### config.mk
export PLATFORM = sky130hd
export DESIGN_NAME = branch_predecode
export DESIGN_NICKNAME = d
export VERILOG_FILES = /design/src/fetch_pkg.sv /design/src/rv_instr_pkg.sv /design/src/branch_predecode.sv
export SDC_FILE = /design/constraint.sdc
export NUM_CORES = 1
export LEC_CHECK = 0
export ABC_AREA = 1
export BUFFER_PORTS_ARGS = -buffer_cell sky130_fd_sc_hd__buf_2
export CAP_MARGIN = 20
export CORE_AREA = 2 2 162 101
export CTS_BUF_LIST = sky130_fd_sc_hd__clkbuf_2
export DETAILED_ROUTE_END_ITERATION = 6
export DIE_AREA = 0 0 164 103
export GPL_TIMING_DRIVEN = 1
export PLACE_DENSITY = 0.51
export SETUP_SLACK_MARGIN = 0.02
export SLEW_MARGIN = 5
export SYNTH_ARGS = -nofsm -noshare
export SYNTH_HDL_FRONTEND = slang
export SYNTH_SLANG_ARGS = --single-unit
### constraint.sdc
create_clock -name clock -period 6.9 [get_ports clock]
set_clock_uncertainty 0.1 [all_clocks]
set_input_delay 1.38 -clock clock [delete_from_list [all_inputs] [get_ports clock]]
set_output_delay 1.38 -clock clock [all_outputs]
set_load 0.005 [all_outputs]
### src/fetch_pkg.sv
`default_nettype none

// constants shared by the fetch stages.
package fetch_pkg;

  // all addresses and instruction words are this wide.
  localparam int XLEN = 32;

  // the first address fetched once reset is released.
  localparam logic [XLEN-1:0] RESET_VECTOR = 32'h8000_0000;

  // sequential fetch steps one 32-bit word at a time.
  localparam logic [XLEN-1:0] PC_STEP = 32'd4;

  // the instruction memory holds this many words.
  localparam int IMEM_WORDS = 256;
  localparam int IMEM_AW    = $clog2(IMEM_WORDS); // word index width.
  localparam int IMEM_LSB   = 2;                  // pc bits below the word index.

  // the fetch queue between predecode and decode.
  localparam int QUEUE_DEPTH = 4;                 // must stay a power of two.
  localparam int QUEUE_AW    = $clog2(QUEUE_DEPTH);

  // the count value that marks a full queue.
  localparam logic [QUEUE_AW:0] QUEUE_FULL = (QUEUE_AW + 1)'(QUEUE_DEPTH);

  // state encoding of the pc generator.
  localparam int PCG_STW = 2;
  localparam logic [PCG_STW-1:0] PCG_INIT = 2'd0; // waiting for the first cycle after reset.
  localparam logic [PCG_STW-1:0] PCG_CALC = 2'd1; // stepping the pc after an accepted address.
  localparam logic [PCG_STW-1:0] PCG_WAIT = 2'd2; // offering pc_o to the memory.

endpackage

`default_nettype wire

### src/rv_instr_pkg.sv
`default_nettype none

// rv32 instruction layouts that predecode needs to pick apart.
package rv_instr_pkg;

  // major opcodes recognized by predecode.
  localparam logic [6:0] OPC_JAL    = 7'b110_1111;
  localparam logic [6:0] OPC_BRANCH = 7'b110_0011;

  // j-type layout, the immediate is scrambled across the upper bits.
  typedef struct packed {
    logic       imm20;    // sign bit of the jump offset.
    logic [9:0] imm10_1;
    logic       imm11;
    logic [7:0] imm19_12;
    logic [4:0] rd;       // link register.
    logic [6:0] opcode;
  } j_type_t;

  // b-type layout, the offset is split around rs1, rs2 and funct3.
  typedef struct packed {
    logic       imm12;    // sign bit of the branch offset.
    logic [5:0] imm10_5;
    logic [4:0] rs2;
    logic [4:0] rs1;
    logic [2:0] funct3;   // compare kind.
    logic [3:0] imm4_1;
    logic       imm11;
    logic [6:0] opcode;
  } b_type_t;

  // one instruction word seen raw, as a jump or as a branch.
  // the opcode sits in bits 6 to 0 in every view.
  typedef union packed {
    logic [31:0] raw;
    j_type_t     j;
    b_type_t     b;
  } instr_u;

endpackage

`default_nettype wire

### src/branch_predecode.sv
`timescale 1ns/1ps
`default_nettype none

// static predecode stage.
// jal is always taken and a conditional branch is taken when it jumps
// backwards. a taken prediction redirects fetch as the word is accepted.
module branch_predecode (
  input  wire logic                       clock,
  input  wire logic                       reset,
  input  wire logic                       flush_i,
  input  wire logic                       valid_i,
  output logic                            ready_o,
  input  wire logic [fetch_pkg::XLEN-1:0] instr_i,
  input  wire logic [fetch_pkg::XLEN-1:0] pc_i,
  output logic                            valid_o,
  input  wire logic                       ready_i,
  output logic [fetch_pkg::XLEN-1:0]      instr_o,
  output logic [fetch_pkg::XLEN-1:0]      pc_o,
  output logic                            taken_o,
  output logic                            redirect_o, // one-cycle strobe toward the pc generator.
  output logic [fetch_pkg::XLEN-1:0]      target_o
);

  rv_instr_pkg::instr_u       word;      // incoming word in both views.
  logic [fetch_pkg::XLEN-1:0] j_imm;     // sign-extended jump offset.
  logic [fetch_pkg::XLEN-1:0] b_imm;     // sign-extended branch offset.
  logic                       is_jal;
  logic                       is_branch;
  logic                       predict;   // predicted taken.
  logic                       accept;
  logic                       valid_q;
  logic [fetch_pkg::XLEN-1:0] instr_q;
  logic [fetch_pkg::XLEN-1:0] pc_q;
  logic                       taken_q;

  assign word = instr_i;

  // reassemble the scattered immediates, bit 0 is always zero.
  assign j_imm = {{11{word.j.imm20}}, word.j.imm20, word.j.imm19_12,
                  word.j.imm11, word.j.imm10_1, 1'b0};
  assign b_imm = {{19{word.b.imm12}}, word.b.imm12, word.b.imm11,
                  word.b.imm10_5, word.b.imm4_1, 1'b0};

  assign is_jal    = (word.j.opcode == rv_instr_pkg::OPC_JAL);
  assign is_branch = (word.b.opcode == rv_instr_pkg::OPC_BRANCH);
  assign predict   = is_jal || (is_branch && word.b.imm12); // negative offset means a loop.

  assign target_o = pc_i + (is_jal ? j_imm : b_imm);

  assign ready_o = !valid_q || ready_i; // same acceptance rule as the memory stage.
  assign accept  = valid_i && ready_o;

  // a back-end flush already owns the redirect, so stay quiet then.
  assign redirect_o = accept && predict && !flush_i;

  assign valid_o = valid_q;
  assign instr_o = instr_q;
  assign pc_o    = pc_q;
  assign taken_o = taken_q;

  always_ff @(posedge clock) begin
    if (accept) begin
      instr_q <= instr_i;
      pc_q    <= pc_i;
      taken_q <= predict;
    end
  end

  always_ff @(posedge clock) begin
    if (reset) begin
      valid_q <= 1'b0;
    end else if (flush_i) begin
      valid_q <= 1'b0;
    end else if (accept) begin
      valid_q <= 1'b1;
    end else if (ready_i) begin
      valid_q <= 1'b0;
    end
  end

  // compressed code is not supported, so targets must be word aligned.
  a_target_aligned: assert property (@(posedge clock) disable iff (reset)
    redirect_o |-> (target_o[1:0] == 2'b00));

endmodule

`default_nettype wire

=== After elaboration in Yosys (flattened, before gate mapping) ===
Index checks and enable logic that the tools add are counted.

* Add/subtract/negate cells: 1
* Eq/ne operators: 2
* Multiplexer cells: 3
* Reductions and logical operators: 10

{| class="wikitable"
|+ Operator list
! kind !! number
|-
| 32-bit adder || 1
|-
| 20-bit 2-to-1 mux || 1
|-
| 7-bit equality test (second input constant) || 2
|-
| 1-bit logical AND || 4
|-
| 1-bit logical NOT || 2
|-
| 1-bit logical OR || 2
|-
| 1-bit 2-to-1 mux || 2
|-
| 2-bit nonzero test || 1
|-
| 2-bit OR reduction || 1
|}

* Register bits: 66
* Bits of input ports: 69
* Output and inout port bits: 100
* Logic and storage cells: 20

=== Longest topological paths before layout ===
Gate-level depths: netlist of run 1.

* Depth after elaboration: 5
* Depth in mapped cells: 17
* Gate-level depth less buffers: 17

=== Worst setup path before layout of run 1 ===
No wires, ideal clock.

* Path kind: input to output
* From: input instr_i[6] in the netlist's numbering
* To: output target_o[29] in the netlist's numbering
* Data arrival time: 3.259 ns
* Required time: 5.420 ns
* Setup slack: 2.161 ns
* Stages: 16
* Cells stage by stage: nand2_1 nor2_2 nand4_2 mux2_2 ha_1 inv_1 fa_1 inv_1 nand3_1 nand3_1 nand3_1 nand3_1 nand2_1 nand2_1 nand2_1 nand2_1

* Longest elaborated chain between the ends: 3

{| class="wikitable"
|+ Ends and longest elaborated chain
! item !! line !! text
|-
| start, declared || branch_predecode.sv:13 || <nowiki>input wire logic [fetch_pkg::XLEN-1:0] instr_i,</nowiki>
|-
| 7-bit equality test || branch_predecode.sv:44 || <nowiki>assign is_jal = (word.j.opcode == rv_instr_pkg::OPC_JAL);</nowiki>
|-
| 20-bit 2-to-1 mux || branch_predecode.sv:48 || <nowiki>assign target_o = pc_i + (is_jal ? j_imm : b_imm);</nowiki>
|-
| 32-bit adder || branch_predecode.sv:48 ||
|-
| end, declared || branch_predecode.sv:21 || <nowiki>output logic [fetch_pkg::XLEN-1:0] target_o</nowiki>
|}

Every way passes these cells.

=== Worst setup path after layout of run 1 ===
Same ends and word-level chain as after synthesis.

==> results of run 1 <==
[metrics by stage]
step	worst slack [ps]	total power [mW]
3_3_place_gp	1460	0.802
4_1_cts	1390	1.05
3_5_place_dp	1400	0.801
2_1_floorplan	2160	0.660
6_report	1440	1.03
5_1_grt	1130	1.11
[flip-flops by register name (all words and copies together), names as in the netlist]
register  count
taken_o       1
pc_o         32
valid_o       1
instr_o      32
[routing by layer]
layer,share of wire,track usage,wire length [um],vias to the layer above
li1,-,-,-,2193
met1,0.56,0.252,7490,1821
met2,0.35,0.214,4710,141
met3,0.081,0.0459,1090,17
met4,0.014,0.0391,189,0
met5,0,0,0,-
[power groups by stage]
stage / Sequential (mW) / Clock, mW / Combinational (mW)
floorplan: 0.486 / 0 / 0.174
global placement: 0.481 / 0 / 0.321
detailed placement: 0.481 / 0 / 0.320
CTS: 0.472 / 0.260 / 0.322
global route: 0.474 / 0.275 / 0.364
finish: 0.472 / 0.244 / 0.319
[critical path, cell delays in order]
cell	delay, ps
sky130_fd_sc_hd__buf_2	80
sky130_fd_sc_hd__nand2_1	60
sky130_fd_sc_hd__nor2_2	120
sky130_fd_sc_hd__nand4_2	340
sky130_fd_sc_hd__mux2_2	350
sky130_fd_sc_hd__ha_1	240
sky130_fd_sc_hd__inv_1	80
sky130_fd_sc_hd__fa_1	400
sky130_fd_sc_hd__inv_1	100
sky130_fd_sc_hd__nand3_1	70
sky130_fd_sc_hd__nand3_1	150
sky130_fd_sc_hd__nand3_1	90
sky130_fd_sc_hd__nand3_1	160
sky130_fd_sc_hd__nand2_1	90
sky130_fd_sc_hd__nand2_1	70
sky130_fd_sc_hd__nand2_1	40
sky130_fd_sc_hd__nand2_1	50
sky130_fd_sc_hd__buf_2	100
[path summary, 6_finish.rpt]
kind,from,end,slack [ps],cells past startpoint
worst max-delay path,instr_i[6],target_o[29],1440,18
worst min-delay path,valid_o,valid_o,440,2
worst max register to register,valid_o,pc_o[20],4870,4
worst min register to register,valid_o,valid_o,440,2
[cells in the final DEF, fill, tap and decap left out, drive strengths merged]
| master | instances |
|---|---|
| buf | 169 |
| a21o | 1 |
| nand4 | 6 |
| inv | 120 |
| a21oi | 21 |
| clkbuf | 9 |
| bufinv | 1 |
| nor3 | 5 |
| edfxtp | 65 |
| ha | 33 |
| o21ai | 9 |
| o21bai | 4 |
| a211oi | 1 |
| xor2 | 13 |
| nor2 | 41 |
| nor3b | 1 |
| mux2 | 4 |
| dfxtp | 1 |
| fa | 1 |
| nand2 | 224 |
| clkinv | 6 |
| xnor2 | 2 |
| nand3 | 30 |
[layout make-up]
type                       count  area (um^2)  share of cell area
clock buffer                   9         45.0             0.00787
clock inverter                 7         70.1              0.0122
inverter                     120          450              0.0787
multi-input combinational    396         2080               0.363
sequential                    66         1970               0.344
tap                          209          262              0.0457
timing repair buffer         169          848               0.148
[kinds of logic (layout without fill, tap and decap cells)]
| family | count (synthesis) | count (layout) | synth area share |
|---|---|---|---|
| fa+ha+maj | 34 | 34 | 0.0959 |
| xor+xnor | 15 | 15 | 0.0291 |
| compound gates | 36 | 36 | 0.0449 |
| flops | 66 | 66 | 0.437 |
| buf+inv | 122 | 305 | 0.103 |
| simple gates | 307 | 307 | 0.281 |
| mux | 4 | 4 | 0.00998 |
==> report_table.html, run 1 <==
<table>
<tr><th>Metric</th><th>Value</th></tr>
<tr><th colspan="2">Status</th></tr>
<tr><td>Run status</td><td>finished clean</td></tr>
<tr><th colspan="2">Cells and area</th></tr>
<tr><td>Post-route design area</td><td>approximately 0.0057 mm^2</td></tr>
<tr><td>Filler-free cell count of the finished design</td><td>approximately 1,000</td></tr>
<tr><td>Net count of the finished layout</td><td>865</td></tr>
<tr><td>Share of post-route cells with drive strength above 1</td><td>0.269</td></tr>
<tr><td>Ant. Diodes</td><td>0</td></tr>
<tr><td>Post-layout utilization of the core</td><td>0.366</td></tr>
<tr><td>Filler Cells Inserted</td><td>1,705</td></tr>
<tr><td>Growth of design area from synthesis to finish</td><td>26.9%</td></tr>
<tr><th colspan="2">Clock network</th></tr>
<tr><td>Worst-Skew Late Latency</td><td>540 ps</td></tr>
<tr><td>Clock Root Buffer</td><td>sky130_fd_sc_hd__clkbuf_2</td></tr>
<tr><td>Post-cts sizing count</td><td>0</td></tr>
<tr><td>Number of hold buffers added after cts</td><td>0</td></tr>
<tr><td>Num CTS Buffers</td><td>9</td></tr>
<tr><td>Number of setup buffers added after CTS</td><td>0</td></tr>
<tr><td># clock sinks</td><td>66</td></tr>
<tr><td>H-tree depth</td><td>3</td></tr>
<tr><td>Clock slew at the register clock pins of the worst setup and hold paths</td><td>230 ps</td></tr>
<tr><td>Buffer levels on the longest clock path</td><td>2</td></tr>
<tr><td>Clock tree from TritonCTS</td><td>yes</td></tr>
<tr><th colspan="2">Power</th></tr>
<tr><td>Internal power summed over all cells</td><td>0.673 mW</td></tr>
<tr><td>Sequential fraction of design power</td><td>0.456</td></tr>
<tr><td>Fraction of power spent switching nets</td><td>0.350</td></tr>
<tr><td>PD cells</td><td>181 mW/mm^2</td></tr>
<tr><td>Clock power frac</td><td>0.236</td></tr>
<tr><td>Static power due to leakage</td><td>3.19 nW</td></tr>
<tr><td>NetSw</td><td>0.362 mW</td></tr>
<tr><td>Share of power burned in combinational logic</td><td>0.308</td></tr>
<tr><td>Worst ir drop on vdd</td><td>about 0.000074 V</td></tr>
<tr><th colspan="2">Timing</th></tr>
<tr><td>Final setup TNS</td><td>0 ps</td></tr>
<tr><td>Share of the clock period used by the worst path after layout</td><td>0.792</td></tr>
<tr><td>Number of pins exceeding their max-slew limit in the final report</td><td>0</td></tr>
<tr><td># setup viols final</td><td>0</td></tr>
<tr><td>Setup repair after global routing missed its margin</td><td>no</td></tr>
<tr><td>Tightest slew margin relative to the limit</td><td>0.619</td></tr>
<tr><td>Measured slew at the worst slew-check pin</td><td>571 ps</td></tr>
<tr><td>Number of hold-slack violations in the final timing report</td><td>0</td></tr>
<tr><td>Fmax</td><td>0.183 GHz</td></tr>
<tr><td>Final hold slack</td><td>roughly 440 ps</td></tr>
<tr><td>Minimum clock period after layout</td><td>5460 ps</td></tr>
<tr><th colspan="2">Global route</th></tr>
<tr><td>Total global routing overflow</td><td>0</td></tr>
<tr><td>Number of global-route vias before repair</td><td>3,836</td></tr>
<tr><td>Global router's overall resource usage</td><td>0.162</td></tr>
<tr><td>Wire length of the first global-routing pass</td><td>20,600 um</td></tr>
<tr><td>Maximum number of pins on one net before global-route repair</td><td>41</td></tr>
<tr><td>Number of antenna violations at the first check in global routing</td><td>0</td></tr>
<tr><th colspan="2">Drt</th></tr>
<tr><td>Pre-Repair DR Iteration Count</td><td>5</td></tr>
<tr><td>Post-detailed-routing wire length</td><td>approximately 13,000 um</td></tr>
<tr><td>Remaining routing DRC violations</td><td>0</td></tr>
<tr><td>Post-DR wirelength/cell</td><td>13.8 um</td></tr>
<tr><td>Number of vias in the routed layout</td><td>~4,200</td></tr>
<tr><td>Vias per cell</td><td>4.27</td></tr>
<tr><td>DRC violation total after the first TritonRoute iteration</td><td>294</td></tr>
<tr><td>Antenna Nets Post-Route</td><td>0</td></tr>
<tr><th colspan="2">Worst hold path</th></tr>
<tr><td>Kind of path behind the tightest hold check</td><td>reg2reg</td></tr>
<tr><th colspan="2">Synthesis</th></tr>
<tr><td>Cell type with the highest aggregate area in the netlist</td><td>sky130_fd_sc_hd__edfxtp_1</td></tr>
<tr><td>Gate count of the mapped netlist</td><td>584</td></tr>
<tr><td>Number of flops mapped to enable cells by yosys</td><td>65</td></tr>
<tr><td>Cell variety after synth</td><td>28</td></tr>
<tr><td>Area share of the largest cell type after synthesis</td><td>0.432</td></tr>
<tr><td>List of most frequent post-synthesis cells</td><td>sky130_fd_sc_hd__nand2_1 (218), sky130_fd_sc_hd__inv_1 (120), sky130_fd_sc_hd__edfxtp_1 (65)</td></tr>
<tr><td>Asr flop ratio synth</td><td>0</td></tr>
<tr><td>Post-Syn Area</td><td>0.00451 mm^2</td></tr>
<tr><td>Main flop type after synthesis</td><td>sky130_fd_sc_hd__edfxtp_1</td></tr>
<tr><td>Sequential share of the synthesized area</td><td>0.437</td></tr>
<tr><td>Per-instance average area after synthesis</td><td>~7.7 um^2</td></tr>
<tr><td>Most common cell in the synthesized netlist</td><td>sky130_fd_sc_hd__nand2_1</td></tr>
<tr><td>Number of register bits inferred by synthesis</td><td>66</td></tr>
<tr><td>Syn nets</td><td>687</td></tr>
<tr><td>Area contributors post-synth</td><td>sky130_fd_sc_hd__edfxtp_1 (43%), sky130_fd_sc_hd__nand2_1 (18%), sky130_fd_sc_hd__inv_1 (10%)</td></tr>
<tr><td>Total of warnings raised by yosys</td><td>0</td></tr>
<tr><th colspan="2">Floorplanning</th></tr>
<tr><td>Die outline height</td><td>103 um</td></tr>
<tr><td>Initial standard-cell utilization of the core</td><td>0.289</td></tr>
<tr><td>Core Footprint</td><td>0.0156 mm^2</td></tr>
<tr><td>I/O Pins</td><td>169</td></tr>
<tr><td>Die area</td><td>0.0169 mm^2</td></tr>
<tr><td>Floorplan die width</td><td>approximately 160 um</td></tr>
<tr><td>Std-Cell Rows</td><td>36</td></tr>
<tr><th colspan="2">Placed design</th></tr>
<tr><td>Number of buffers added on ports</td><td>168</td></tr>
<tr><td>Post-DP HPWL</td><td>11,200 um</td></tr>
<tr><td>Total instance count after detailed placement</td><td>960</td></tr>
<tr><td>Total cell area at the placement stage</td><td>0.00561 mm^2</td></tr>
<tr><td>Routability cong.</td><td>0.900</td></tr>
<tr><th colspan="2">Worst setup path</th></tr>
<tr><td>Critical path required time</td><td>roughly 5400 ps</td></tr>
<tr><td>Worst Path Arrival</td><td>about 4000 ps</td></tr>
<tr><td>CP endpoint kind</td><td>output pin</td></tr>
<tr><td>Type of element launching the critical path</td><td>input port</td></tr>
<tr><td>Maximum fanout along the worst path</td><td>16</td></tr>
<tr><td>Critical setup path kind</td><td>in2out</td></tr>
<tr><th colspan="2">Job</th></tr>
<tr><td>Max-cap violation count</td><td>0</td></tr>
</table>
Note: power is estimated with default switching activity, not from simulation.
==> inputs of run 2 (changes only) <==
--- a/config.mk
+++ b/config.mk
@@ -13,7 +13,7 @@
 export DETAILED_ROUTE_END_ITERATION = 6
 export DIE_AREA = 0 0 164 103
 export GPL_TIMING_DRIVEN = 1
-export PLACE_DENSITY = 0.51
+export PLACE_DENSITY = 0.53
 export SETUP_SLACK_MARGIN = 0.02
 export SLEW_MARGIN = 5
 export SYNTH_ARGS = -nofsm -noshare
==> constraint.sdc (replaced) <==
create_clock -name clock -period 4.39 [get_ports clock]
set_clock_uncertainty 0.1 [all_clocks]
set_input_delay 0.878 -clock clock [delete_from_list [all_inputs] [get_ports clock]]
set_output_delay 0.878 -clock clock [all_outputs]
set_load 0.005 [all_outputs]
==> run 2 against run 1 <==
Effect of this change:
- global-route usage barely moved
- setup slack got worse by 1200 ps
- combinational power rose by 58%
- critical path depth did not move
- power rose by 59%
- first-iteration DRC count fell by 12%
- utilization rose by 0.42 points
- sequential power rose by 57%
- final area rose by 1.2%
- register-to-register slack got worse by 2600 ps
- critical endpoint is now target_o[30]
- largest cell class unchanged
==> report_table.html, run 2 (synthesis results as in run 1) <==
<table>
<tr><th>Metric</th><th>Value</th></tr>
<tr><th colspan="2">Global route</th></tr>
<tr><td>Number of global-route vias before repair</td><td>3,796 (-1.0%)</td></tr>
<tr><td>Global router's overall resource usage</td><td>0.162 (+0.000326)</td></tr>
<tr><td>Maximum number of pins on one net before global-route repair</td><td>37 (-9.8%)</td></tr>
<tr><td>Number of antenna violations at the first check in global routing</td><td>0 (unchanged)</td></tr>
<tr><td>Wire length of the first global-routing pass</td><td>20,600 um (about the same)</td></tr>
<tr><td>Total global routing overflow</td><td>0 (unchanged)</td></tr>
<tr><th colspan="2">Timing</th></tr>
<tr><td>Setup repair after global routing missed its margin</td><td>no</td></tr>
<tr><td>Tightest slew margin relative to the limit</td><td>0.473 (-0.146)</td></tr>
<tr><td>Final setup TNS</td><td>0 ps (unchanged)</td></tr>
<tr><td>Share of the clock period used by the worst path after layout</td><td>0.939</td></tr>
<tr><td>Measured slew at the worst slew-check pin</td><td>789 ps (+218 ps)</td></tr>
<tr><td>Fmax</td><td>0.242 GHz</td></tr>
<tr><td>Minimum clock period after layout</td><td>4120 ps</td></tr>
<tr><td># setup viols final</td><td>0 (unchanged)</td></tr>
<tr><td>Number of hold-slack violations in the final timing report</td><td>0 (unchanged)</td></tr>
<tr><td>Number of pins exceeding their max-slew limit in the final report</td><td>0 (unchanged)</td></tr>
<tr><th colspan="2">Floorplanning</th></tr>
<tr><td>Die area</td><td>0.0169 mm^2 (unchanged)</td></tr>
<tr><td>Core Footprint</td><td>0.0156 mm^2 (unchanged)</td></tr>
<tr><td>Floorplan die width</td><td>164 um (unchanged)</td></tr>
<tr><td>Initial standard-cell utilization of the core</td><td>0.289 (unchanged)</td></tr>
<tr><td>Std-Cell Rows</td><td>36 (unchanged)</td></tr>
<tr><td>Die outline height</td><td>103 um (unchanged)</td></tr>
<tr><td>I/O Pins</td><td>169 (unchanged)</td></tr>
<tr><th colspan="2">Clock network</th></tr>
<tr><td>Clock Root Buffer</td><td>sky130_fd_sc_hd__clkbuf_2</td></tr>
<tr><td>Worst-Skew Late Latency</td><td>530 ps (about the same)</td></tr>
<tr><td>Clock slew at the register clock pins of the worst setup and hold paths</td><td>230 ps (about the same)</td></tr>
<tr><td>Number of setup buffers added after CTS</td><td>0 (unchanged)</td></tr>
<tr><td>Buffer levels on the longest clock path</td><td>2 (unchanged)</td></tr>
<tr><td>Number of hold buffers added after cts</td><td>0 (unchanged)</td></tr>
<tr><td>H-tree depth</td><td>3 (unchanged)</td></tr>
<tr><td>Num CTS Buffers</td><td>9 (unchanged)</td></tr>
<tr><td># clock sinks</td><td>66 (unchanged)</td></tr>
<tr><td>Clock tree from TritonCTS</td><td>yes</td></tr>
<tr><th colspan="2">Drt</th></tr>
<tr><td>Remaining routing DRC violations</td><td>0 (unchanged)</td></tr>
<tr><td>Post-detailed-routing wire length</td><td>13,500 um (about the same)</td></tr>
<tr><td>DRC violation total after the first TritonRoute iteration</td><td>260 (-12%)</td></tr>
<tr><td>Vias per cell</td><td>4.21 (-1.6%)</td></tr>
<tr><td>Number of vias in the routed layout</td><td>4,123 (-1.2%)</td></tr>
<tr><td>Antenna Nets Post-Route</td><td>0 (unchanged)</td></tr>
<tr><td>Post-DR wirelength/cell</td><td>13.8 um (-0.38%)</td></tr>
<tr><td>Pre-Repair DR Iteration Count</td><td>5 (unchanged)</td></tr>
<tr><th colspan="2">Job</th></tr>
<tr><td>Max-cap violation count</td><td>0 (unchanged)</td></tr>
<tr><th colspan="2">Cells and area</th></tr>
<tr><td>Commonest non-fill, non-tap cell in the layout</td><td>sky130_fd_sc_hd__nand2_1</td></tr>
<tr><td>Ant. Diodes</td><td>0 (unchanged)</td></tr>
<tr><td>Commonest cells after routing, fill and taps aside</td><td>sky130_fd_sc_hd__nand2_1 (218), sky130_fd_sc_hd__buf_2 (168), sky130_fd_sc_hd__inv_1 (119)</td></tr>
<tr><td>Share of post-route cells with drive strength above 1</td><td>0.280 (+0.0116)</td></tr>
<tr><td>Post-layout utilization of the core</td><td>0.371 (+0.00424)</td></tr>
<tr><td>Net count of the finished layout</td><td>869 (+0.46%)</td></tr>
<tr><td>Growth of design area from synthesis to finish</td><td>28.3%</td></tr>
<tr><th colspan="2">Worst setup path</th></tr>
<tr><td>Top cell by count, worst path</td><td>sky130_fd_sc_hd__nand2_1</td></tr>
<tr><td>Critical setup path kind</td><td>in2out</td></tr>
<tr><td>Type of element launching the critical path</td><td>input port</td></tr>
<tr><td>CP max stage delay</td><td>350 ps (-50 ps)</td></tr>
<tr><td>List of cells traversed by the critical path</td><td>buf_2 &gt; nand2_1 &gt; nor2_2 &gt; nand4_4 &gt; buf_4 &gt; mux2_2 &gt; ha_1 &gt; nand2_1 &gt; inv_1 &gt; nand2_1 &gt; inv_1 &gt; a21oi_1 &gt; nand2_2 &gt; nand2_1 &gt; nand2_1 &gt; nand2_1 &gt; nand2_1 &gt; buf_2</td></tr>
<tr><td>Maximum fanout along the worst path</td><td>11 (-5)</td></tr>
<tr><td>Worst Path Arrival</td><td>3150 ps (-830 ps)</td></tr>
<tr><td>CP endpoint kind</td><td>output pin</td></tr>
<tr><td>Critical path required time</td><td>3410 ps (-2010 ps)</td></tr>
<tr><td>Slowest library cell on the worst path</td><td>sky130_fd_sc_hd__ha_1</td></tr>
<tr><th colspan="2">Placed design</th></tr>
<tr><td>Number of buffers added on ports</td><td>168 (unchanged)</td></tr>
<tr><td>Post-DP HPWL</td><td>11,300 um (+0.50%)</td></tr>
<tr><td>Routability cong.</td><td>0.919 (+2.1%)</td></tr>
<tr><th colspan="2">Power</th></tr>
<tr><td>PD cells</td><td>285 mW/mm^2 (+58%)</td></tr>
<tr><td>Worst ir drop on vdd</td><td>0.000124 V (+69%)</td></tr>
<tr><td>Static power due to leakage</td><td>3.21 nW (+0.58%)</td></tr>
<tr><th colspan="2">Worst hold path</th></tr>
<tr><td>Kind of path behind the tightest hold check</td><td>in2reg</td></tr>
<tr><th colspan="2">Status</th></tr>
<tr><td>Run status</td><td>finished clean</td></tr>
</table>
-- run 2: cell types whose count changed in the layout (fill, tap and decap cells not counted), sizes merged --
cell,previous run,this run
buf,169,173
inv,120,121
clkinv,6,3
clkinvlp,0,2
-- run 2: path summary, 6_finish.rpt --
kind / from / depth (start not counted) / to / slack [ps]
worst min register to register: valid_o / 2 / valid_o / 460
worst min-delay path: reset / 2 / valid_o / 370
worst max-delay path: instr_i[6] / 18 / target_o[30] / 270
worst max register to register: valid_o / 4 / pc_o[8] / 2320
-- run 2: timing repair --
action,CTS,global route
endpoints found under the setup margin,0,10
gates resized for setup,0,7
endpoints found under the hold margin,0,0
-- run 2: layer usage --
metal / track usage / vias up / wire [um]
li1: - / 2197 / -
met1: 0.250 / 1783 / 7320
met2: 0.223 / 137 / 4980
met3: 0.0447 / 6 / 1090
met4: 0.0297 / 0 / 100
met5: 0 / - / 0
-- run 2: stage by stage --
step / std cells / total power [mW] / setup WS (ps) / area [um^2] / hold slack (ps)
final: 980 / 1.65 / 266 / 5790 / 366
after global routing: 980 / 1.78 / 33.8 / 5790 / 263
after CTS: 980 / 1.68 / 181 / 5760 / 303
after detailed placement: 964 / 1.26 / 187 / 5640 / 441
after global placement: 964 / 1.26 / 197 / 5640 / 437
after floorplan: 584 / 1.04 / 655 / 4510 / 425
-- run 2: area by class of cell --
class                   count  area [um^2]
fillers                  1719         9840
clock inverters             7         78.8
multi-input cells         396         2110
well taps                 209          262
inverters                 120          450
repair buffers            173          878
clock buffers               9         45.0
flip-flops and latches     66         1970
-- run 2: power by group --
part | switching (mW) | internal [mW] | total (mW)
sequential | 0.00721 | 0.734 | 0.741
clock | 0.269 | 0.136 | 0.405
combinational | 0.306 | 0.196 | 0.503
total | 0.582 | 1.07 | 1.65
-- run 2: worst max-delay path, delay by kind of cell --
| kind | cells | cell delay, ps |
|---|---|---|
| fa+ha+maj | 1 | 350 |
| mux | 1 | 280 |
| simple gates | 10 | 900 |
| compound gates | 1 | 170 |
| buf+inv | 5 | 580 |
